==> src/include/periph_cfg.svh <==
// ----------------------------------------------------------------------
// Cluster peripheral configuration
// Sizes of the core array and counters, and the register map offsets.
// ----------------------------------------------------------------------
`ifndef PERIPH_CFG_SVH
`define PERIPH_CFG_SVH

// Cluster and counter sizing.
`define PERIPH_NR_CORES 4
`define PERIPH_NUM_CNT 4
`define PERIPH_CNT_W 32
`define PERIPH_HART_W 2

// Byte offsets of the single registers.
`define PERIPH_OFS_CNT_EN 8'h00
`define PERIPH_OFS_CLINT_SET 8'h04
`define PERIPH_OFS_CLINT_CLR 8'h08
`define PERIPH_OFS_PREFETCH 8'h0C

// Per-counter register arrays, one word per counter.
`define PERIPH_OFS_SEL_BASE 8'h10
`define PERIPH_OFS_CNT_BASE 8'h30

`endif

==> src/logic/perf_event_pkg.sv <==
// ----------------------------------------------------------------------
// Performance event package
// Metric codes, event vector widths and event bit positions.
// ----------------------------------------------------------------------
`include "periph_cfg.svh"

package perf_event_pkg;

  // Metric code held in each counter select word.
  // Codes 8 to 15 are legal but count nothing.
  typedef enum logic [3:0] {
    Cycle         = 4'd0,
    RetiredInstr  = 4'd1,
    RetiredLoad   = 4'd2,
    IssueFpu      = 4'd3,
    TcdmAccessed  = 4'd4,
    TcdmCongested = 4'd5,
    IcacheMiss    = 4'd6,
    IcacheHit     = 4'd7
  } perf_metric_e;

  // Per-core events from the integer pipeline.
  localparam int unsigned CORE_EV_W = 3;
  localparam int unsigned CORE_RETIRED_INSTR_BIT = 0;
  localparam int unsigned CORE_RETIRED_LOAD_BIT = 1;
  localparam int unsigned CORE_ISSUE_FPU_BIT = 2;

  // Per-core L0 instruction cache events.
  localparam int unsigned ICACHE_EV_W = 2;
  localparam int unsigned ICACHE_MISS_BIT = 0;
  localparam int unsigned ICACHE_HIT_BIT = 1;

  // Shared scratchpad (TCDM) events.
  localparam int unsigned TCDM_EV_W = 2;
  localparam int unsigned TCDM_ACCESSED_BIT = 0;
  localparam int unsigned TCDM_CONGESTED_BIT = 1;

  // Metrics tracked right after reset, one per counter.
  localparam perf_metric_e perf_metric_rst [`PERIPH_NUM_CNT] = '{
    Cycle,
    RetiredInstr,
    TcdmAccessed,
    IcacheMiss
  };

endpackage

==> src/logic/periph_reg_pkg.sv <==
// ----------------------------------------------------------------------
// Peripheral register package
// Decoded register kinds and the counter select word layout.
// ----------------------------------------------------------------------
package periph_reg_pkg;

  // Register kind produced by the address decoder.
  typedef enum logic [2:0] {
    RegCntEn    = 3'd0,
    RegClintSet = 3'd1,
    RegClintClr = 3'd2,
    RegPrefetch = 3'd3,
    RegCntSel   = 3'd4,
    RegCntVal   = 3'd5,
    RegInvalid  = 3'd7
  } periph_reg_e;

  // Counter select word.
  // Metric in bits 3:0, hart in bits 9:8, all others read as zero.
  localparam int unsigned SEL_METRIC_LSB = 0;
  localparam int unsigned SEL_HART_LSB = 8;

endpackage

==> src/logic/cluster_periph_top.sv <==
// ----------------------------------------------------------------------
// Cluster peripheral top level
// Event capture stage, the performance counters and the register file.
// ----------------------------------------------------------------------
`timescale 1ns/1ps
`include "periph_cfg.svh"

module cluster_periph_top
  import perf_event_pkg::*;
(
  input  logic                                         clk_i,
  input  logic                                         rst_n_i,
  input  logic                                         req_valid_i,
  input  logic                                         req_write_i,
  input  logic [7:0]                                   req_addr_i,
  input  logic [31:0]                                  req_wdata_i,
  output logic                                         rsp_valid_o,
  output logic [31:0]                                  rsp_rdata_o,
  output logic                                         rsp_error_o,
  input  logic [`PERIPH_NR_CORES-1:0][CORE_EV_W-1:0]   core_events_i,
  input  logic [`PERIPH_NR_CORES-1:0][ICACHE_EV_W-1:0] icache_events_i,
  input  logic [TCDM_EV_W-1:0]                         tcdm_events_i,
  output logic [`PERIPH_NR_CORES-1:0]                  cl_clint_o,
  output logic                                         icache_prefetch_enable_o
);

  logic [`PERIPH_NR_CORES-1:0][CORE_EV_W-1:0]   core_events_q;
  logic [`PERIPH_NR_CORES-1:0][ICACHE_EV_W-1:0] icache_events_q;
  logic [TCDM_EV_W-1:0]                         tcdm_events_q;
  logic [`PERIPH_NUM_CNT-1:0]                   cnt_en;
  logic [`PERIPH_NUM_CNT-1:0]                   cnt_clr;
  logic [`PERIPH_NUM_CNT-1:0]                   sel_wr;
  logic [31:0]                                  sel_wdata;
  logic [`PERIPH_NUM_CNT-1:0][`PERIPH_CNT_W-1:0] cnt_val;
  logic [`PERIPH_NUM_CNT-1:0][31:0]             sel_val;

  periph_event_capture u_capture (
    .clk_i           (clk_i),
    .rst_n_i         (rst_n_i),
    .core_events_i   (core_events_i),
    .icache_events_i (icache_events_i),
    .tcdm_events_i   (tcdm_events_i),
    .core_events_o   (core_events_q),
    .icache_events_o (icache_events_q),
    .tcdm_events_o   (tcdm_events_q)
  );

  // Each counter starts on its own reset metric.
  for (genvar i = 0; i < `PERIPH_NUM_CNT; i++) begin : gen_cnt
    perf_counter_unit #(
      .RST_METRIC (perf_metric_rst[i])
    ) u_cnt (
      .clk_i           (clk_i),
      .rst_n_i         (rst_n_i),
      .cnt_en_i        (cnt_en[i]),
      .cnt_clr_i       (cnt_clr[i]),
      .sel_wr_i        (sel_wr[i]),
      .sel_wdata_i     (sel_wdata),
      .core_events_i   (core_events_q),
      .icache_events_i (icache_events_q),
      .tcdm_events_i   (tcdm_events_q),
      .cnt_val_o       (cnt_val[i]),
      .sel_val_o       (sel_val[i])
    );
  end

  periph_reg_file u_regs (
    .clk_i                    (clk_i),
    .rst_n_i                  (rst_n_i),
    .req_valid_i              (req_valid_i),
    .req_write_i              (req_write_i),
    .req_addr_i               (req_addr_i),
    .req_wdata_i              (req_wdata_i),
    .rsp_valid_o              (rsp_valid_o),
    .rsp_rdata_o              (rsp_rdata_o),
    .rsp_error_o              (rsp_error_o),
    .cnt_val_i                (cnt_val),
    .sel_val_i                (sel_val),
    .cnt_en_o                 (cnt_en),
    .cnt_clr_o                (cnt_clr),
    .sel_wr_o                 (sel_wr),
    .sel_wdata_o              (sel_wdata),
    .cl_clint_o               (cl_clint_o),
    .icache_prefetch_enable_o (icache_prefetch_enable_o)
  );

endmodule

==> src/logic/perf_counter_unit.sv <==
// ----------------------------------------------------------------------
// Performance counter unit
// One counter with its own metric and hart select, counting the chosen
// event while enabled, cleared by a write to its value register.
// ----------------------------------------------------------------------
`timescale 1ns/1ps
`include "periph_cfg.svh"

module perf_counter_unit
  import perf_event_pkg::*;
  import periph_reg_pkg::*;
#(
  parameter perf_metric_e RST_METRIC = Cycle
) (
  input  logic                                         clk_i,
  input  logic                                         rst_n_i,
  input  logic                                         cnt_en_i,
  input  logic                                         cnt_clr_i,
  input  logic                                         sel_wr_i,
  input  logic [31:0]                                  sel_wdata_i,
  input  logic [`PERIPH_NR_CORES-1:0][CORE_EV_W-1:0]   core_events_i,
  input  logic [`PERIPH_NR_CORES-1:0][ICACHE_EV_W-1:0] icache_events_i,
  input  logic [TCDM_EV_W-1:0]                         tcdm_events_i,
  output logic [`PERIPH_CNT_W-1:0]                     cnt_val_o,
  output logic [31:0]                                  sel_val_o
);

  perf_metric_e              metric_q;
  logic [`PERIPH_HART_W-1:0] hart_q;
  logic [`PERIPH_CNT_W-1:0]  cnt_q;
  logic                      inc;

  // Event bit for the current metric, taken from the selected hart.
  always_comb begin
    inc = 1'b0;
    case (metric_q)
      Cycle:         inc = 1'b1;
      RetiredInstr:  inc = core_events_i[hart_q][CORE_RETIRED_INSTR_BIT];
      RetiredLoad:   inc = core_events_i[hart_q][CORE_RETIRED_LOAD_BIT];
      IssueFpu:      inc = core_events_i[hart_q][CORE_ISSUE_FPU_BIT];
      TcdmAccessed:  inc = tcdm_events_i[TCDM_ACCESSED_BIT];
      TcdmCongested: inc = tcdm_events_i[TCDM_CONGESTED_BIT];
      IcacheMiss:    inc = icache_events_i[hart_q][ICACHE_MISS_BIT];
      IcacheHit:     inc = icache_events_i[hart_q][ICACHE_HIT_BIT];
      default:       inc = 1'b0;
    endcase
  end

  // Metric and hart selection.
  always_ff @(posedge clk_i or negedge rst_n_i) begin
    if (!rst_n_i) begin
      metric_q <= RST_METRIC;
      hart_q   <= '0;
    end else if (sel_wr_i) begin
      metric_q <= perf_metric_e'(sel_wdata_i[SEL_METRIC_LSB +: $bits(perf_metric_e)]);
      hart_q   <= sel_wdata_i[SEL_HART_LSB +: `PERIPH_HART_W];
    end
  end

  // Count register, a clear beats the increment.
  always_ff @(posedge clk_i or negedge rst_n_i) begin
    if (!rst_n_i) begin
      cnt_q <= '0;
    end else if (cnt_clr_i) begin
      cnt_q <= '0;
    end else if (cnt_en_i) begin
      cnt_q <= cnt_q + {{(`PERIPH_CNT_W-1){1'b0}}, inc};
    end
  end

  assign cnt_val_o = cnt_q;

  always_comb begin
    sel_val_o = '0;
    sel_val_o[SEL_METRIC_LSB +: $bits(perf_metric_e)] = metric_q;
    sel_val_o[SEL_HART_LSB +: `PERIPH_HART_W] = hart_q;
  end

endmodule

==> src/logic/periph_event_capture.sv <==
// ----------------------------------------------------------------------
// Event capture stage
// Registers all core, cache and scratchpad events once so the counter
// adders see clean flop outputs.
// ----------------------------------------------------------------------
`timescale 1ns/1ps
`include "periph_cfg.svh"

module periph_event_capture
  import perf_event_pkg::*;
(
  input  logic                                         clk_i,
  input  logic                                         rst_n_i,
  input  logic [`PERIPH_NR_CORES-1:0][CORE_EV_W-1:0]   core_events_i,
  input  logic [`PERIPH_NR_CORES-1:0][ICACHE_EV_W-1:0] icache_events_i,
  input  logic [TCDM_EV_W-1:0]                         tcdm_events_i,
  output logic [`PERIPH_NR_CORES-1:0][CORE_EV_W-1:0]   core_events_o,
  output logic [`PERIPH_NR_CORES-1:0][ICACHE_EV_W-1:0] icache_events_o,
  output logic [TCDM_EV_W-1:0]                         tcdm_events_o
);

  logic [`PERIPH_NR_CORES-1:0][CORE_EV_W-1:0]   core_events_q;
  logic [`PERIPH_NR_CORES-1:0][ICACHE_EV_W-1:0] icache_events_q;
  logic [TCDM_EV_W-1:0]                         tcdm_events_q;

  // One pipeline stage for every event bit.
  always_ff @(posedge clk_i or negedge rst_n_i) begin
    if (!rst_n_i) begin
      core_events_q   <= '0;
      icache_events_q <= '0;
      tcdm_events_q   <= '0;
    end else begin
      core_events_q   <= core_events_i;
      icache_events_q <= icache_events_i;
      tcdm_events_q   <= tcdm_events_i;
    end
  end

  assign core_events_o   = core_events_q;
  assign icache_events_o = icache_events_q;
  assign tcdm_events_o   = tcdm_events_q;

endmodule

==> src/logic/periph_reg_file.sv <==
// ----------------------------------------------------------------------
// Peripheral register file
// Decodes register bus accesses, holds enable, wake-up and prefetch
// state, strobes the counters and returns read data one cycle later.
// ----------------------------------------------------------------------
`timescale 1ns/1ps
`include "periph_cfg.svh"

module periph_reg_file
  import periph_reg_pkg::*;
(
  input  logic                                          clk_i,
  input  logic                                          rst_n_i,
  input  logic                                          req_valid_i,
  input  logic                                          req_write_i,
  input  logic [7:0]                                    req_addr_i,
  input  logic [31:0]                                   req_wdata_i,
  output logic                                          rsp_valid_o,
  output logic [31:0]                                   rsp_rdata_o,
  output logic                                          rsp_error_o,
  input  logic [`PERIPH_NUM_CNT-1:0][`PERIPH_CNT_W-1:0] cnt_val_i,
  input  logic [`PERIPH_NUM_CNT-1:0][31:0]              sel_val_i,
  output logic [`PERIPH_NUM_CNT-1:0]                    cnt_en_o,
  output logic [`PERIPH_NUM_CNT-1:0]                    cnt_clr_o,
  output logic [`PERIPH_NUM_CNT-1:0]                    sel_wr_o,
  output logic [31:0]                                   sel_wdata_o,
  output logic [`PERIPH_NR_CORES-1:0]                   cl_clint_o,
  output logic                                          icache_prefetch_enable_o
);

  localparam int unsigned IDX_W = $clog2(`PERIPH_NUM_CNT);
  localparam logic [7:0] ARR_SPAN = 8'(4 * `PERIPH_NUM_CNT);

  periph_reg_e               reg_kind;
  logic [IDX_W-1:0]          cnt_idx;
  logic [7:0]                sel_ofs;
  logic [7:0]                val_ofs;
  logic                      wr;
  logic [31:0]               rdata_d;
  logic [`PERIPH_NUM_CNT-1:0] cnt_en_q;
  logic [`PERIPH_NR_CORES-1:0] clint_q;
  logic                      prefetch_q;
  logic                      rsp_valid_q;
  logic                      rsp_error_q;
  logic [31:0]               rsp_rdata_q;

  assign wr = req_valid_i & req_write_i;
  assign sel_ofs = req_addr_i - `PERIPH_OFS_SEL_BASE;
  assign val_ofs = req_addr_i - `PERIPH_OFS_CNT_BASE;

  // Address decode, misaligned accesses fall through to RegInvalid.
  always_comb begin
    reg_kind = RegInvalid;
    cnt_idx  = '0;
    if (req_addr_i[1:0] == 2'b00) begin
      if (req_addr_i == `PERIPH_OFS_CNT_EN) begin
        reg_kind = RegCntEn;
      end else if (req_addr_i == `PERIPH_OFS_CLINT_SET) begin
        reg_kind = RegClintSet;
      end else if (req_addr_i == `PERIPH_OFS_CLINT_CLR) begin
        reg_kind = RegClintClr;
      end else if (req_addr_i == `PERIPH_OFS_PREFETCH) begin
        reg_kind = RegPrefetch;
      end else if (req_addr_i >= `PERIPH_OFS_SEL_BASE && sel_ofs < ARR_SPAN) begin
        reg_kind = RegCntSel;
        cnt_idx  = sel_ofs[IDX_W+1:2];
      end else if (req_addr_i >= `PERIPH_OFS_CNT_BASE && val_ofs < ARR_SPAN) begin
        reg_kind = RegCntVal;
        cnt_idx  = val_ofs[IDX_W+1:2];
      end
    end
  end

  // Control registers.
  always_ff @(posedge clk_i or negedge rst_n_i) begin
    if (!rst_n_i) begin
      cnt_en_q   <= '0;
      clint_q    <= '0;
      prefetch_q <= 1'b0;
    end else if (wr) begin
      case (reg_kind)
        RegCntEn:    cnt_en_q <= req_wdata_i[`PERIPH_NUM_CNT-1:0];
        RegClintSet: clint_q <= clint_q | req_wdata_i[`PERIPH_NR_CORES-1:0];
        RegClintClr: clint_q <= clint_q & ~req_wdata_i[`PERIPH_NR_CORES-1:0];
        RegPrefetch: prefetch_q <= req_wdata_i[0];
        default: ;
      endcase
    end
  end

  // One-cycle strobes to the addressed counter.
  always_comb begin
    sel_wr_o  = '0;
    cnt_clr_o = '0;
    if (wr && reg_kind == RegCntSel) begin
      sel_wr_o[cnt_idx] = 1'b1;
    end
    if (wr && reg_kind == RegCntVal) begin
      cnt_clr_o[cnt_idx] = 1'b1;
    end
  end

  assign sel_wdata_o = req_wdata_i;

  // Read mux, writes return zero.
  always_comb begin
    rdata_d = '0;
    if (!req_write_i) begin
      case (reg_kind)
        RegCntEn:    rdata_d[`PERIPH_NUM_CNT-1:0] = cnt_en_q;
        RegClintSet,
        RegClintClr: rdata_d[`PERIPH_NR_CORES-1:0] = clint_q;
        RegPrefetch: rdata_d[0] = prefetch_q;
        RegCntSel:   rdata_d = sel_val_i[cnt_idx];
        RegCntVal:   rdata_d[`PERIPH_CNT_W-1:0] = cnt_val_i[cnt_idx];
        default: ;
      endcase
    end
  end

  always_ff @(posedge clk_i or negedge rst_n_i) begin
    if (!rst_n_i) begin
      rsp_valid_q <= 1'b0;
      rsp_error_q <= 1'b0;
    end else begin
      rsp_valid_q <= req_valid_i;
      rsp_error_q <= req_valid_i && (reg_kind == RegInvalid);
    end
  end

  always_ff @(posedge clk_i) begin
    if (req_valid_i) begin
      rsp_rdata_q <= rdata_d;
    end
  end

  assign rsp_valid_o = rsp_valid_q;
  assign rsp_error_o = rsp_error_q;
  assign rsp_rdata_o = rsp_rdata_q;

  assign cnt_en_o = cnt_en_q;
  assign cl_clint_o = clint_q;
  assign icache_prefetch_enable_o = prefetch_q;

endmodule

==> config.mk <==
export PLATFORM = sky130hd
export DESIGN_NAME = cluster_periph_top
export DESIGN_NICKNAME = d
export VERILOG_FILES = /design/src/logic/perf_event_pkg.sv /design/src/logic/periph_reg_pkg.sv /design/src/logic/cluster_periph_top.sv /design/src/logic/perf_counter_unit.sv /design/src/logic/periph_event_capture.sv /design/src/logic/periph_reg_file.sv
export VERILOG_INCLUDE_DIRS = /design/src /design/src/include
export SDC_FILE = /design/constraint.sdc
export NUM_CORES = 1
export LEC_CHECK = 0
export BUFFER_PORTS_ARGS = -buffer_cell sky130_fd_sc_hd__buf_4
export CAP_MARGIN = 20
export CORE_MARGIN = 2
export CORE_UTILIZATION = 60
export DETAILED_ROUTE_END_ITERATION = 8
export PLACE_DENSITY = 0.8
export SKIP_LAST_GASP = 1
export SLEW_MARGIN = 20
export SYNTH_ARGS = -nofsm -noshare
export SYNTH_HDL_FRONTEND = slang
export SYNTH_SLANG_ARGS = --single-unit
==> constraint.sdc <==
create_clock -name clk_i -period 5 [get_ports clk_i]
set_input_delay 0.75 -clock clk_i [delete_from_list [all_inputs] [get_ports clk_i]]
set_output_delay 0.75 -clock clk_i [all_outputs]
set_load 0.03 [all_outputs]
* Word-level counts from Yosys, hierarchy flattened
Index checks and enable logic that the tools add are counted.
** Storage, ports and cells
- Word-level logic and storage cells :: 160
- Flip-flop bits (word level) :: 217
- Output and inout bits :: 39
- Input bits :: 66
** Operators by class
- Add/sub/neg operators :: 6
- Reduce and logical (&&, ||, !) cells :: 22
- Order comparisons :: 10
- Eq/ne operators :: 37
- Bitwise operators :: 4
- Muxes and demuxes :: 54
** Operators by type and width (count)
- two-way mux 32 bit :: 10
- adder 32 x 1 -> 32 bit :: 4
- binary-select mux 32 bit (select 2 bit) :: 2
- equality test 4 x 3 -> 1 bit, second input constant :: 16
- one-hot mux 28 bit (2 select lines) :: 1
- equality test 4 x 2 -> 1 bit, second input constant :: 8
- one-hot mux 1 bit (8 select lines) :: 4
- two-way mux 3 bit :: 10
- binary-select mux 3 bit (select 2 bit) :: 4
- two-way mux 2 bit :: 12
- binary-select mux 2 bit (select 2 bit) :: 4
- equality test 4 x 1 -> 1 bit, second input constant :: 4
- equality test 8 x 4 -> 1 bit, second input constant :: 2
- logical NOT 4 bit :: 4
- less-than comparator 8 x 5 -> 1 bit, second input constant :: 2
- less-than comparator 2 x 3 -> 1 bit, second input constant :: 5
- one-hot mux 3 bit (4 select lines) :: 1
- nonzero test 2 bit :: 5
- equality test 3 bit, second input constant :: 3
- equality test 8 x 3 -> 1 bit, second input constant :: 1
- >= comparator 8 x 5 -> 1 bit, second input constant :: 1
- >= comparator 8 x 6 -> 1 bit, second input constant :: 1
- logical NOT 8 bit :: 1
- two-way mux 4 bit :: 2
- 18 further kinds :: 26

* Logic depth before layout (Yosys ltp)
- Depth in word-level cells :: 16
- Gate-level depth with buffers :: 14
- Gate-level depth less buffers :: 12

* Modules after synthesis
A second synthesis with hierarchy kept.
** Unflattened totals
- Cells, all modules :: 1464
- Area total of the unflattened synthesis :: 14335.0 µm²
** Modules (own cells, without submodules)
- perf_counter_unit at gen_cnt[1].u_cnt ... :: instances 2, cells an instance 257, seq. area each 952.2 µm², area an instance 2413.6 µm²
- periph_reg_file :: instances 1, cells an instance 414, seq. area each 1236.2 µm², area an instance 4130.2 µm²
- perf_counter_unit at gen_cnt[3].u_cnt :: instances 1, cells an instance 257, seq. area each 953.4 µm², area an instance 2414.8 µm²
- perf_counter_unit at gen_cnt[0].u_cnt :: instances 1, cells an instance 257, seq. area each 950.9 µm², area an instance 2412.3 µm²
- periph_event_capture :: instances 1, cells an instance 22, seq. area each 550.5 µm², area an instance 550.5 µm²

* Least setup slack after synthesis
Ideal clock, no wire load.
- Path type :: register to register
- From :: register gen_cnt[0].u_cnt.hart_q[0]
- To :: register gen_cnt[0].u_cnt.cnt_q[31]
- Path slack :: 1.729 ns
- Library setup time :: 0.078 ns
- Period minus slack after synthesis :: 3.271 ns
- Data required time :: 4.922 ns
- Path buffers :: 2
- Cell stages (with the launch flop) :: 13
- Data arrival time :: 3.193 ns
- Cell sequence :: dfrtp_1 -> clkbuf_1 -> mux4_2 -> mux4_2 -> inv_1 -> a221oi_1 -> ha_1 -> nand4_4 -> or3_1 -> buf_6 -> or3_4 -> or4_1 -> a21oi_1
** Between the ends
- Cells in the longest elaborated chain, start to end :: 6
- Elaborated cells on any way between the ends :: 8
- Classes of those cells :: add/sub (1); mux (7)
** Ends and longest elaborated chain
- from (decl) :: line perf_counter_unit.sv:29 : logic [`PERIPH_HART_W-1:0] hart_q;
- from (signal assigned) :: line perf_counter_unit.sv:56 : hart_q <= sel_wdata_i[SEL_HART_LSB +: `PERIPH_HART_W];
- binary-select mux 2 bit (select 2 bit) or binary-select mux 3 bit (select 2 bit) (tied branches)
- two-way mux 2 bit (not written as such) or two-way mux 3 bit (tied branches) :: line perf_counter_unit.sv:43, perf_counter_unit.sv:38
- one-hot mux 1 bit (8 select lines) (*) :: line perf_counter_unit.sv:36 : case (metric_q)
- adder 32 x 1 -> 32 bit (*) :: line perf_counter_unit.sv:67 : cnt_q <= cnt_q + {{(`PERIPH_CNT_W-1){1'b0}}, inc};
- two-way mux 32 bit (*) :: line perf_counter_unit.sv:66 : end else if (cnt_en_i) begin
- two-way mux 32 bit (*) :: line perf_counter_unit.sv:64 : end else if (cnt_clr_i) begin
- to (signal assigned) :: line perf_counter_unit.sv:67
- to (decl) :: line perf_counter_unit.sv:30 : logic [`PERIPH_CNT_W-1:0] cnt_q;
Mark *: on every way between the ends. The rest lies on a longest branch, timed or not. The select of a mux whose other input is x is not followed.
A chain may end at the register's enable or synchronous reset.

* Final worst setup path
- From :: register gen_cnt[2].u_cnt.hart_q[0]
- To :: register gen_cnt[2].u_cnt.cnt_q[31]
** Between the ends
- Cells in the longest elaborated chain, start to end :: 6
- Elaborated cells on any way between the ends :: 8
- Classes of those cells :: add/sub (1); mux (7)
** Ends and longest elaborated chain (line)
- from (decl) :: perf_counter_unit.sv:29
- from (signal assigned) :: perf_counter_unit.sv:56
- binary-select mux 2 bit (select 2 bit) or binary-select mux 3 bit (select 2 bit) (tied branches)
- two-way mux 2 bit (not written as such) or two-way mux 3 bit (tied branches) :: perf_counter_unit.sv:43, perf_counter_unit.sv:38
- one-hot mux 1 bit (8 select lines) (*) :: perf_counter_unit.sv:36
- adder 32 x 1 -> 32 bit (*) :: perf_counter_unit.sv:67
- two-way mux 32 bit (*) :: perf_counter_unit.sv:66
- two-way mux 32 bit (*) :: perf_counter_unit.sv:64
- to (signal assigned) :: perf_counter_unit.sv:67
- to (decl) :: perf_counter_unit.sv:30
Marked as above.

==> results.cfg <==
[clocking]
clockRootBuffer = clkbuf_16
cts_sinks = 217
clk_latency_ns = 0.52
clk_path_buf_depth = 3
clk_pin_slew_worst_paths_ns = 0.06
post_cts.repair.setup_buffers = 0
hold_buffers = 0
cts.repair.resized = 0
h-tree-depth = 1
cts_buffers = 24
cts_tree = built

[synthesis]
yosys.area_share.simple_pct = 19.94
synthMuxAreaShare_pct = 10.34
yosys_warnings = 0
ys_seq_area_share_pct = 48.99
synth_area_um2 = 11420
synth_cells = 1109
synth_edf_count = 32
synth_seq_cells = 217
synth_compound_area_share_pct = 8.796
synth_top_family_by_area = simple AND/OR/NAND/NOR gates
ys.flop_type = dfrtp_1
synth.distinct_cells = 56
synth.net_count = 1183
async_reset_ff_share_pct = 85.25
synthAdderAreaFrac_pct = 0.8763
synth_xor_area_share_pct = 8.051
syn_avg_cell_area_um2 = 10.30

[critical_path]
slowest_stage = nor3_1
r2r-start = gen_cnt[2].u_cnt.hart_q[0]
cp_cell_sequence = mux4_2, mux4_2, inv_1, a221oi_1, ha_1, nand4_1, nor3_1, nand3_1, mux2_2
max_stage_delay_ns = 0.78
arrival_ns = 4.07
critPathLaunchType = flop
startpoint = gen_cnt[2].u_cnt.hart_q[0]
cp_max_fo = 12
crit_top_cell = mux4_2
worstPathRequired_ns = 5.40
crit_type = flop to flop
cp-end-kind = flop

[route]
wire_per_inst_um = 20.27
drc = 0
ant_nets = 0
vias = 9161
drt_iter0_markers = 948
first_pass_iters = 7
wl_mm = 28.54
via_per_inst = 6.506

[run_status]
status = complete, no violations

[timing]
clock.fmax_ghz = 0.2727
relSlewSlack_pct = 35.00
rsz0062_at_grt = false
period_needed_ns = 3.667
whs_ns = 0.3163
finalSetupViolCount = 0
period_share_pct = 73.33
drv_slew = 0
worst_pin_slew_ns = 0.9750
fin_tns_setup_ns = 0
finalHoldViolations = 0
finClkSkew_ns = 0.01243

[floorplan]
die_height_um = 142.0
ios = 105
coreArea_um2 = 18710
die_x_um = 142.0
dieArea_um2 = 20160
initial_core_util_pct = 61.06
rows = 50

[global_routing]
grt_max_degree = 102
overflow = 0
grt_pass1_vias = 8776
grt_pass1_wl_mm = 46.42
grt_usage_pct = 29.09
antenna_found_initial = 0

[finish]
fin_area_um2 = 12910
drive_above_1_share_pct = 17.12
antenna_cells = 0
final_util_pct = 69.00
syn2layout_area_growth_pct = 12.99
nets = 1230
layout_commonest_cell = dfrtp_1
layout_common_cells = dfrtp_1, nor2_1, buf_4, xnor2_1, nand2_1

[power]
worst_ir_drop_vdd_mv = 0.3083
p_leak_uw = 0.004908
power_density_nw_per_um2 = 458.7

[placed_design]
hpwlAfterDp_mm = 19.62
gp_congestion = 0.9120
dpl_cell_area_um2 = 12150
portBuffers = 78

[min_path]
hp-class = input pin to asynchronous set/reset pin

[job]
cap_violations = 0
## flip-flops by register name, summed over array words and instances, names as in the netlist, 2 cells and up, named ones only
| register | flops |
|---|---|
| u_capture.core_events_o | 12 |
| gen_cnt.u_cnt.cnt_val_o | 128 |
| gen_cnt.u_cnt.hart_q | 8 |
| u_capture.tcdm_events_o | 2 |
| u_regs.rsp_rdata_o | 32 |
| u_regs.cnt_en_o | 4 |
| u_capture.icache_events_o | 8 |
| gen_cnt.u_cnt.metric_q | 16 |
## routing by layer
| layer | global-route usage (%) | vias up | share of wire [%] |
|---|---|---|---|
| met3 | 3.533 | 95 | 6.7 |
| met5 | 0 | - | 0 |
| met2 | 47.55 | 425 | 49 |
| met1 | 39.73 | 4505 | 40 |
| met4 | 12.58 | 0 | 4.5 |
| li1 | - | 4136 | - |
## layout make-up
type                       instances  area [µm²]
clock buffer                      34       709.4
sequential                       217        5595
timing repair buffer              88       664.4
inverter                          21       78.83
clock inverter                    10       51.30
tap                              234       292.8
fill                            1381        5799
multi-input combinational        804        5514
## path summary, 6_finish.rpt
| path | cells past startpoint | endpoint | slack [ns] |
|---|---|---|---|
| worst max-delay path | 9 | gen_cnt[2].u_cnt.cnt_val_o[31] | 1.33 |
| worst min-delay path | 1 | gen_cnt[1].u_cnt.cnt_val_o[30] | 0.32 |
| worst max register to register | 9 | gen_cnt[2].u_cnt.cnt_val_o[31] | 1.33 |
| worst min register to register | 1 | u_regs.icache_prefetch_enable_o | 0.56 |
| max in group asynchronous | 2 | gen_cnt[1].u_cnt.cnt_val_o[23] | 3.51 |
| min in group clk_i | 1 | u_capture.icache_events_o[7] | 0.33 |
## report_power, final
| part | total [µW] | internal, µW | switching (µW) |
|---|---|---|---|
| combinational | 1510 | 632 | 878 |
| sequential | 2720 | 2170 | 553 |
| clock | 1690 | 986 | 705 |
## cell usage after synthesis (3+ instances only)
library cell	number	area share, %
o22a_1	16	1.2
nor2_1	179	5.9
mux2_2	37	3.6
nand3_1	47	2.1
buf_1	6	0.20
edfxtp_1	32	8.4
nor3_1	24	1.1
o21ai_0	23	1.0
nand2_1	55	1.8
nor4_1	32	1.8
xnor2_1	57	4.4
and3_1	17	0.93
and4_1	19	1.5
o221ai_1	28	2.1
ha_1	8	0.88
mux4_2	19	3.7
a21oi_1	41	1.8
or3_1	15	0.82
inv_1	20	0.66
a221oi_1	4	0.31
o22ai_1	13	0.71
o31ai_1	3	0.20
clkbuf_1	57	1.9
dfstp_2	4	0.92
nand4_1	38	2.1
dfrtp_1	181	40
mux2i_1	31	2.7
xor2_1	48	3.7
a211oi_1	5	0.33
and2_1	7	0.38
nor2b_1	6	0.33
## critical path, delay by kind of cell (launching register included)
family	cells	cell delay, ns
adders and majority gates	1	0.25
muxes	3	0.92
buffers and inverters	1	0.04
DFF	1	0.51
and+or+nand+nor	3	1.40
AOI/OAI and AO/OA	1	0.43
## cell families (layout without fill, tap and decap cells)
group,count (synthesis),count (layout)
compound gates,148,148
fa+ha+maj,8,8
mux,88,88
simple gates,455,455
flops,217,217
xor+xnor,105,105
buf+inv,88,153
## through the flow
stage	power [µW]	worst slack, ns	instances
2_1_floorplan	3743	1.729	1109
3_5_place_dp	4213	1.385	1364
4_1_cts	5909	1.350	1408
3_3_place_gp	4129	1.440	1364
6_report	5920	1.333	1408
5_1_grt	6247	1.102	1408
No activity file was read; power rests on OpenSTA's default activity.
